## src/pool_pkg.sv

```systemverilog
`default_nettype none

package pool_pkg;

  localparam int PIX_W = 16;
  localparam int COL_W = 7; // covers the default line depth of 120

  typedef logic [PIX_W-1:0] pixel_t;

  // one stream word, lo is the first pixel in the row
  typedef struct packed {
    pixel_t hi;
    pixel_t lo;
  } pix_pair_t;

  typedef enum logic {
    POOL_MAX = 1'b0,
    POOL_AVG = 1'b1
  } pool_mode_e;

  // horizontal partial, tagged with its position in the row
  typedef struct packed {
    pixel_t           pix;
    logic [COL_W-1:0] col;
    logic             even_row;
    logic             last_col;
  } reduced_t;

  typedef struct packed {
    pixel_t pix;
    logic   last_col;
  } pooled_t;

  // arithmetic shift by 2, one quarter of a pixel for the average
  function automatic pixel_t pix_quarter(pixel_t p);
    return pixel_t'($signed(p) >>> 2);
  endfunction

  // unsigned max or wrapping sum of two values
  function automatic pixel_t pix_combine(pool_mode_e mode, pixel_t a, pixel_t b);
    if (mode == POOL_MAX) return (a > b) ? a : b;
    return a + b;
  endfunction

endpackage

`default_nettype wire

```

## src/pool_row_reducer.sv

```systemverilog
`default_nettype none

module pool_row_reducer import pool_pkg::*; #(
  parameter int MAX_HALF_WIDTH = 120
) (
  input  wire              clk_gated,
  input  wire              rst_n,
  input  wire              pool_en_i,
  input  pool_mode_e       mode_i,
  input  wire  [COL_W-1:0] half_width_i,
  input  wire              in_valid_i,
  input  pix_pair_t        in_word_i,
  output logic             in_ready_o,
  input  wire              red_ready_i,
  output logic             red_valid_o,
  output reduced_t         red_data_o
);

  // never index past the end of the line buffer
  localparam logic [COL_W-1:0] LAST_COL_MAX = COL_W'(MAX_HALF_WIDTH - 1);

  logic [COL_W-1:0] col_q;
  logic             even_q;   // row parity, first row of a pair is odd
  logic             red_valid_q;
  reduced_t         red_data_q;

  logic   accept;
  logic   last_col;
  pixel_t lo_term;
  pixel_t hi_term;
  pixel_t pair_pix;

  assign in_ready_o = pool_en_i && (!red_valid_q || red_ready_i);
  assign accept     = in_valid_i && in_ready_o;

  assign last_col = (col_q == half_width_i - 1'b1) || (col_q == LAST_COL_MAX);

  // average works on quarters, max on the raw pixels
  always_comb begin
    if (mode_i == POOL_AVG) begin
      lo_term = pix_quarter(in_word_i.lo);
      hi_term = pix_quarter(in_word_i.hi);
    end else begin
      lo_term = in_word_i.lo;
      hi_term = in_word_i.hi;
    end
    pair_pix = pix_combine(mode_i, lo_term, hi_term);
  end

  // row position
  always_ff @(posedge clk_gated) begin
    if (!rst_n || !pool_en_i) begin
      col_q  <= '0;
      even_q <= 1'b0;
    end else if (accept) begin
      if (last_col) begin
        col_q  <= '0;
        even_q <= !even_q;   // next row of the pair
      end else begin
        col_q <= col_q + 1'b1;
      end
    end
  end

  always_ff @(posedge clk_gated) begin
    if (!rst_n) begin
      red_valid_q <= 1'b0;
    end else if (accept) begin
      red_valid_q <= 1'b1;
    end else if (red_ready_i) begin
      red_valid_q <= 1'b0;
    end
  end

  always_ff @(posedge clk_gated) begin
    if (accept) begin
      red_data_q.pix      <= pair_pix;
      red_data_q.col      <= col_q;
      red_data_q.even_row <= even_q;
      red_data_q.last_col <= last_col;
    end
  end

  assign red_valid_o = red_valid_q;
  assign red_data_o  = red_data_q;

endmodule

`default_nettype wire

```

## src/pool_line_buffer.sv

```systemverilog
`default_nettype none

module pool_line_buffer import pool_pkg::*; #(
  parameter int MAX_HALF_WIDTH = 120
) (
  input  wire        clk_gated,
  input  wire        rst_n,
  input  pool_mode_e mode_i,
  input  wire        red_valid_i,
  input  reduced_t   red_data_i,
  output logic       red_ready_o,
  input  wire        pool_ready_i,
  output logic       pool_valid_o,
  output pooled_t    pool_data_o
);

  // one partial per column of the odd row
  pixel_t line_mem [MAX_HALF_WIDTH];

  logic    pool_valid_q;
  pooled_t pool_data_q;

  logic   take;
  logic   take_even;
  logic   take_odd;
  pixel_t stored_pix;
  pixel_t vert_pix;

  // odd-row items only touch the memory, so they never wait
  assign red_ready_o = !red_data_i.even_row || !pool_valid_q || pool_ready_i;

  assign take      = red_valid_i && red_ready_o;
  assign take_even = take && red_data_i.even_row;
  assign take_odd  = take && !red_data_i.even_row;

  assign stored_pix = line_mem[red_data_i.col];   // written during the previous row
  assign vert_pix   = pix_combine(mode_i, stored_pix, red_data_i.pix);

  always_ff @(posedge clk_gated) begin
    if (take_odd) begin
      line_mem[red_data_i.col] <= red_data_i.pix;
    end
  end

  always_ff @(posedge clk_gated) begin
    if (!rst_n) begin
      pool_valid_q <= 1'b0;
    end else if (take_even) begin
      pool_valid_q <= 1'b1;
    end else if (pool_ready_i) begin
      pool_valid_q <= 1'b0;
    end
  end

  always_ff @(posedge clk_gated) begin
    if (take_even) begin
      pool_data_q.pix      <= vert_pix;
      pool_data_q.last_col <= red_data_i.last_col;
    end
  end

  assign pool_valid_o = pool_valid_q;
  assign pool_data_o  = pool_data_q;

endmodule

`default_nettype wire

```

## src/pool_out_packer.sv

```systemverilog
`default_nettype none

module pool_out_packer import pool_pkg::*; (
  input  wire       clk_gated,
  input  wire       rst_n,
  input  wire       pool_valid_i,
  input  pooled_t   pool_data_i,
  output logic      pool_ready_o,
  input  wire       out_ready_i,
  output logic      out_valid_o,
  output pix_pair_t out_word_o
);

  logic      half_q;   // lo_q holds the first pixel of a word
  pixel_t    lo_q;
  logic      out_valid_q;
  pix_pair_t out_word_q;

  logic take;
  logic word_done;

  assign pool_ready_o = !out_valid_q || out_ready_i;
  assign take         = pool_valid_i && pool_ready_o;

  // second pixel, or a lone first pixel at the end of the row
  assign word_done = take && (half_q || pool_data_i.last_col);

  always_ff @(posedge clk_gated) begin
    if (!rst_n) begin
      half_q <= 1'b0;
    end else if (take) begin
      half_q <= !half_q && !pool_data_i.last_col;
    end
  end

  always_ff @(posedge clk_gated) begin
    if (take && !half_q) begin
      lo_q <= pool_data_i.pix;
    end
  end

  always_ff @(posedge clk_gated) begin
    if (!rst_n) begin
      out_valid_q <= 1'b0;
    end else if (word_done) begin
      out_valid_q <= 1'b1;
    end else if (out_ready_i) begin
      out_valid_q <= 1'b0;
    end
  end

  always_ff @(posedge clk_gated) begin
    if (word_done) begin
      if (half_q) begin
        out_word_q.lo <= lo_q;
        out_word_q.hi <= pool_data_i.pix;
      end else begin
        out_word_q.lo <= pool_data_i.pix;
        out_word_q.hi <= '0;   // odd half width, no partner pixel
      end
    end
  end

  assign out_valid_o = out_valid_q;
  assign out_word_o  = out_word_q;

endmodule

`default_nettype wire

```

## src/pool2x2_top.sv

```systemverilog
`default_nettype none

module pool2x2_top import pool_pkg::*; #(
  parameter int MAX_HALF_WIDTH = 120
) (
  input  wire              clk_gated,
  input  wire              rst_n,
  input  wire              pool_en_i,
  input  pool_mode_e       mode_i,
  input  wire  [COL_W-1:0] half_width_i,
  input  wire              in_valid_i,
  input  pix_pair_t        in_word_i,
  output logic             in_ready_o,
  input  wire              out_ready_i,
  output logic             out_valid_o,
  output pix_pair_t        out_word_o
);

  logic     red_valid;
  logic     red_ready;
  reduced_t red_data;

  logic     pool_valid;
  logic     pool_ready;
  pooled_t  pool_data;

  // horizontal pair reduction
  pool_row_reducer #(
    .MAX_HALF_WIDTH (MAX_HALF_WIDTH)
  ) u_reducer (
    .clk_gated    (clk_gated),
    .rst_n        (rst_n),
    .pool_en_i    (pool_en_i),
    .mode_i       (mode_i),
    .half_width_i (half_width_i),
    .in_valid_i   (in_valid_i),
    .in_word_i    (in_word_i),
    .in_ready_o   (in_ready_o),
    .red_ready_i  (red_ready),
    .red_valid_o  (red_valid),
    .red_data_o   (red_data)
  );

  // vertical combine across the row pair
  pool_line_buffer #(
    .MAX_HALF_WIDTH (MAX_HALF_WIDTH)
  ) u_line_buf (
    .clk_gated    (clk_gated),
    .rst_n        (rst_n),
    .mode_i       (mode_i),
    .red_valid_i  (red_valid),
    .red_data_i   (red_data),
    .red_ready_o  (red_ready),
    .pool_ready_i (pool_ready),
    .pool_valid_o (pool_valid),
    .pool_data_o  (pool_data)
  );

  pool_out_packer u_packer (
    .clk_gated    (clk_gated),
    .rst_n        (rst_n),
    .pool_valid_i (pool_valid),
    .pool_data_i  (pool_data),
    .pool_ready_o (pool_ready),
    .out_ready_i  (out_ready_i),
    .out_valid_o  (out_valid_o),
    .out_word_o   (out_word_o)
  );

endmodule

`default_nettype wire

```

## config.mk

```make
export PLATFORM = sky130hd
export DESIGN_NAME = pool2x2_top
export DESIGN_NICKNAME = d
export VERILOG_FILES = /design/src/pool_pkg.sv /design/src/pool_row_reducer.sv /design/src/pool_line_buffer.sv /design/src/pool_out_packer.sv /design/src/pool2x2_top.sv
export SDC_FILE = /design/constraint.sdc
export NUM_CORES = 2
export LEC_CHECK = 0
export BUFFER_PORTS_ARGS = -buffer_cell sky130_fd_sc_hd__buf_4
export CAP_MARGIN = 20
export CORE_MARGIN = 2
export CORE_UTILIZATION = 60
export CTS_BUF_LIST = sky130_fd_sc_hd__clkbuf_4 sky130_fd_sc_hd__clkbuf_8
export DETAILED_ROUTE_END_ITERATION = 6
export PLACE_DENSITY = 0.76
export SETUP_SLACK_MARGIN = 0.5
export SYNTH_ARGS = -nofsm -noshare
export SYNTH_HDL_FRONTEND = slang
export SYNTH_SLANG_ARGS = --single-unit
```

## constraint.sdc

```tcl
create_clock -name clk_gated -period 9.3 [get_ports clk_gated]
set_input_delay 1.395 -clock clk_gated [delete_from_list [all_inputs] [get_ports clk_gated]]
set_output_delay 1.395 -clock clk_gated [all_outputs]
set_load 0.005 [all_outputs]
```

[Word level (Yosys, flattened, before mapping)]
Memories as Yosys holds them, arrays and structs flattened. A register that Yosys moved wholly into a read port is not among the register bits.
Cells that the tools add are included.
Word-level totals
  register bits after elaboration: 102
  bits in writable memories: 1920
  input port bits: 45
  output and inout bits: 34
  word-level logic and storage cells: 70
  memories kept: 1
Operators by class
  add/sub/neg operators: 4
  $lt $le $gt $ge: 2
  eq/ne operators: 2
  muxes and demuxes: 17
  reduce and logical (&&, ||, !) cells: 29
Memories
  u_line_buf.line_mem: depth 120, width 16, read ports 1, clocked after Yosys merged registers in 1, write ports 1, RTL line pool_line_buffer.sv:18  | pixel_t line_mem [MAX_HALF_WIDTH];
Operator list (number)
  16-bit 2-to-1 mux: 5
  16-bit adder: 2
  16-bit greater-than comparator: 2
  15-bit 2-to-1 mux: 2
  7-bit 2-to-1 mux: 2
  1-bit logical AND: 9
  1-bit logical NOT: 9
  1-bit 2-to-1 mux: 8
  7-bit by 1-bit adder with 7-bit output, second input constant: 1
  7-bit == test: 1
  7-bit == test, second input constant: 1
  1-bit logical OR: 7
  7-bit by 1-bit subtractor with 7-bit output, second input constant: 1
  2-bit nonzero test: 3
  2-bit AND reduction: 1

[Logic depth before layout (Yosys ltp)]
  depth in word-level cells: 7
  depth in mapped cells: 20
  mapped depth without buffers: 15

[Hierarchy]
A second synthesis with hierarchy kept.
Unflattened totals
  cell total of the unflattened synthesis: 4476
  area, all modules: 77842.2 µm²
Modules (own cells, without submodules)
  pool_line_buffer: times used 1, cells each 4040, area each 72777.3 µm², sequential area each 58185.8 µm²
  pool_row_reducer: times used 1, cells each 340, area each 3159.3 µm², sequential area each 930.9 µm²
  pool_out_packer: times used 1, cells each 96, area each 1905.6 µm², sequential area each 1481.4 µm²

[Least setup slack after synthesis]
No wires, ideal clock.
  kind: register -> register
  start: register (tool-made name)
  end: register u_line_buf.pool_data_q (netlist bit u_line_buf.pool_data_o[1]), data pin
  library setup time: 0.273 ns
  data arrival time: 4.622 ns
  data required time: 9.027 ns
  slack: 4.405 ns
  stages on the path, launching flop included: 19
  path buffers: 6
  period minus slack after synthesis: 4.895 ns
  cells stage by stage: dfxtp_1 buf_6 buf_6 buf_6 buf_2 mux4_2 mux4_2 a22oi_1 nand3_1 ha_1 clkbuf_1 a21oi_1 nor2_1 a211oi_1 o21ai_0 o21ai_1 buf_1 mux2i_1 mux2i_1
RTL lines
  end: declaration: RTL line pool_line_buffer.sv:21  | pooled_t pool_data_q;

==> results by group <==
Status
  • Outcome: complete, but fails checks
  • Failing checks: DRC

Place
  • GPL Wtd Cong: ~0.9
  • PortBufs: approximately 80
  • HPWL after detailed placement: 113 mm
  • Placed cell count: 5655

Final layout
  • Most common cell after layout, fill and taps aside: edfxtp_1
  • Post-Layout Cell Count: just over 6k
  • Utilization after layout: 0.675
  • Fillers: 8052
  • Most frequent cells in the layout: edfxtp_1 (2010), mux4_2 (548), clkbuf_8 (332)
  • Area Overhead vs Synth: 11.5%
  • Final nets: between 4k and 5k
  • Layout cells sized above 1: 0.305

Worst setup path
  • Worst Path Required: between 10 and 15 ns
  • Crit end category: register
  • Critical path arrival: 7.11 ns
  • R2R depth: 14
  • Crit path top cell by count: mux4_2
  • Reg2reg end: u_line_buf.pool_data_o[13]
  • Crit path cell chain: buf_4 -> mux4_2 -> mux4_2 -> mux2_2 -> nand2_1 -> nand4_1 -> ha_1 -> inv_1 -> o311a_1 -> o41a_1 -> a2111oi_0 -> nor2_1 -> xnor2_1 -> a22o_1
  • Worst Path Max Fanout: 42
  • Crit path to: u_line_buf.pool_data_o[13]
  • CP max stage delay: approximately 0.97 ns
  • Flop-to-flop setup slack: around 3.0 ns
  • CP max-delay cell: dfxtp_4
  • Critical path type: reg2reg
  • Critical Path Source Type: register

Synthesis
  • Synth unique cells: 73
  • Post-Syn Area per Cell: between 20 and 25 µm²
  • Post-synth top area share: 0.746
  • Post-Syn Instances: approximately 3.8k
  • Sequential share of the synthesized area: 0.751
  • FF+latch count, synth: 2029
  • Post-synth EDFFs: ~2.0k
  • Ys flop type: edfxtp_1
  • Synth Net Count: 3919
  • Synth Warn #: 0
  • Cell area after synthesis: about 0.08 mm²
  • Cell taking the most area after synthesis: edfxtp_1
  • Top cells by area, synth: edfxtp_1 (75%), mux4_2 (15%), mux2i_1 (1.3%), ha_1 (0.99%), nor2_1 (0.89%)
  • Post-synth ARST share: 0

Pwr
  • LEAKAGE: between 0.02 and 0.03 µW
  • Pwr Density: between 200 and 250 mW/mm²
  • Max VDD drop: roughly 0.00015 V

Clocking
  • Clock Latency Late Sink: around 1.0 ns
  • Hold Buf Count CTS: 0
  • # resized after CTS: 0
  • Sink Count: around 2k
  • Clk slew on worst S/H paths: 0.06 ns
  • H-tree depth: 5
  • CTS tree: yes
  • Clk buf depth: 4
  • Root Driver: clkbuf_8
  • Post-CTS setup buffer count: 0
  • Num CTS Buffers: around 320

Route
  • Number of remaining DRC errors: 3
  • Remaining antenna violation count: 0
  • First-pass detailed-route iteration total: 7
  • Average wire per cell in the routed design: 31.0 µm
  • 1st-iter DRT viols: around 6.1k
  • Routed vias/inst: between 6 and 7
  • Total Wirelength: between 150 and 200 mm
  • Via count: between 40k and 50k

GRT
  • Vias in the first global route: 40.6k
  • GRT Resource Usage Total: 0.284
  • First-pass GRT wire length: around 280 mm
  • Antenna violations before repair: 10
  • Largest net degree at the start of global routing: between 100 and 150
  • Overflow left after global routing: 0

Timing
  • Tmin final: 6.34 ns
  • Final setup viols: 0
  • Slew Viols, Final: 0
  • WHS: approximately 0.42 ns
  • Actual slew at the worst max-slew pin: ~1.1 ns
  • Fmax: 0.158 GHz
  • RSZ-0062 raised after global routing: no
  • Final-report hold violation count: 0
  • Crit share post-route: 0.682
  • Max-slew headroom: 0.234
  • Setup TNS: 0 ns
  • Clk_skew: ~0.09 ns

Die
  • Die W: about 370 µm
  • Die Span Y: roughly 370 µm
  • Area of the core: ~0.13 mm²
  • Die footprint: 0.138 mm²
  • Starting Density: 0.605
  • Top Ports: 79
  • # rows: 134

Worst hold path
  • Type of the tightest min-delay check: reg2reg
  • Hold_sp: u_reducer.red_data_o[0]

Job
  • Maxcap violations: 0
==> synth_stat cells (4+ instances only) <==
master / instances
a22oi_1: 30
nand2b_1: 11
o21a_1: 4
a31oi_1: 11
mux2_2: 42
nor2b_1: 29
buf_4: 37
a211oi_1: 13
nand3_1: 41
o22ai_1: 10
o221ai_1: 8
nand2_1: 129
mux2i_1: 106
nor3b_1: 6
nor2_1: 191
o21bai_1: 8
o211ai_1: 9
clkbuf_1: 83
a32oi_1: 18
buf_1: 20
nor3_1: 19
nor4_1: 4
xor2_1: 18
edfxtp_1: 2010
buf_2: 32
o21ai_1: 9
dfxtp_1: 19
or3_1: 7
a21o_1: 6
inv_1: 64
nand4_1: 15
mux4_2: 548
and2_1: 21
a311oi_1: 5
a2111oi_0: 4
ha_1: 64
o21ai_0: 33
buf_6: 16
a21oi_1: 36
xnor2_1: 18
==> through the flow <==
stage               power, µW  setup WS [ns]  cell area [µm²]
floorplan               11300           4.40            80900
global route            19100           2.60            90200
finish                  18600           2.96            90200
CTS                     18700           2.62            90200
global placement        11700           2.70            84300
detailed placement      11700           2.70            84300
==> layout make-up <==
cell class	instances	area, µm²	share of cell area
Sequential cell	2029	60800	0.673
Multi-Input combinational cell	1524	18900	0.210
Clock buffer	426	5280	0.0585
Timing Repair Buffer	272	2260	0.0250
Tap cell	1768	2210	0.0245
Clock inverter	106	544	0.00603
Inverter	66	250	0.00277
Antenna cell	4	10.0	0.000111
==> logic make-up (layout without fill, tap and decap cells) <==
kind of cell	Yosys count	after routing	share of synthesized area
other	0	4	0
AO/OA/AOI/OAI	238	238	0.0206
XOR/XNOR	36	36	0.00390
flip-flops	2029	2029	0.751
multiplexers	696	696	0.172
adder cells (fa/ha/maj)	66	66	0.0104
buffers and inverters	255	870	0.0156
AND/OR/NAND/NOR	488	488	0.0273
==> sequential cells by signal (all words and copies together) (netlist names), named ones only <==
signal,count
u_line_buf.line_mem,1920
u_line_buf.pool_data_o,17
u_line_buf.pool_valid_o,1
u_packer.half_q,1
u_packer.lo_q,16
u_packer.out_valid_o,1
u_packer.out_word_o,32
u_reducer.col_q,7
u_reducer.even_q,1
u_reducer.red_data_o,25
u_reducer.red_valid_o,1
==> how the worst min path moves through the flow <==
| stage | endpoint | slack (ns) | depth (start not counted) |
|---|---|---|---|
| 5_1_grt | u_line_buf.pool_data_o[0] | 0.44 | 0 |
| 6_report | u_line_buf.pool_data_o[0] | 0.42 | 0 |
| 2_1_floorplan | u_line_buf.pool_data_o[0] | 0.40 | 0 |
| 3_3_place_gp | u_line_buf.pool_data_o[0] | 0.41 | 0 |
| 4_1_cts | u_line_buf.pool_data_o[0] | 0.42 | 0 |
| 3_5_place_dp | u_line_buf.pool_data_o[0] | 0.41 | 0 |
==> layer usage <==
layer | wire [µm] | track usage
met1 | 71200 | 0.406
met2 | 91600 | 0.439
met3 | 23300 | 0.0674
met4 | 5940 | 0.0952
met5 | 32 | 0
==> critical path: cells and delay by family (launching register included) <==
family                   cells  cell delay [ns]
AO/OA/AOI/OAI                4             1.29
XOR/XNOR                     1             0.15
adder cells (fa/ha/maj)      1             0.55
buffers and inverters        2             0.85
flip-flops                   1             0.97
multiplexers                 3             1.43
AND/OR/NAND/NOR              3             0.77
==> where the power goes <==
group | internal [µW] | switching [µW] | leakage [µW]
Combinational | 467 | 818 | 0.00775
Clock | 3740 | 3290 | 0.00307
Sequential | 10200 | 38.5 | 0.0183
Total | 14400 | 4150 | 0.0291
No activity file was read; power rests on OpenSTA's default activity.
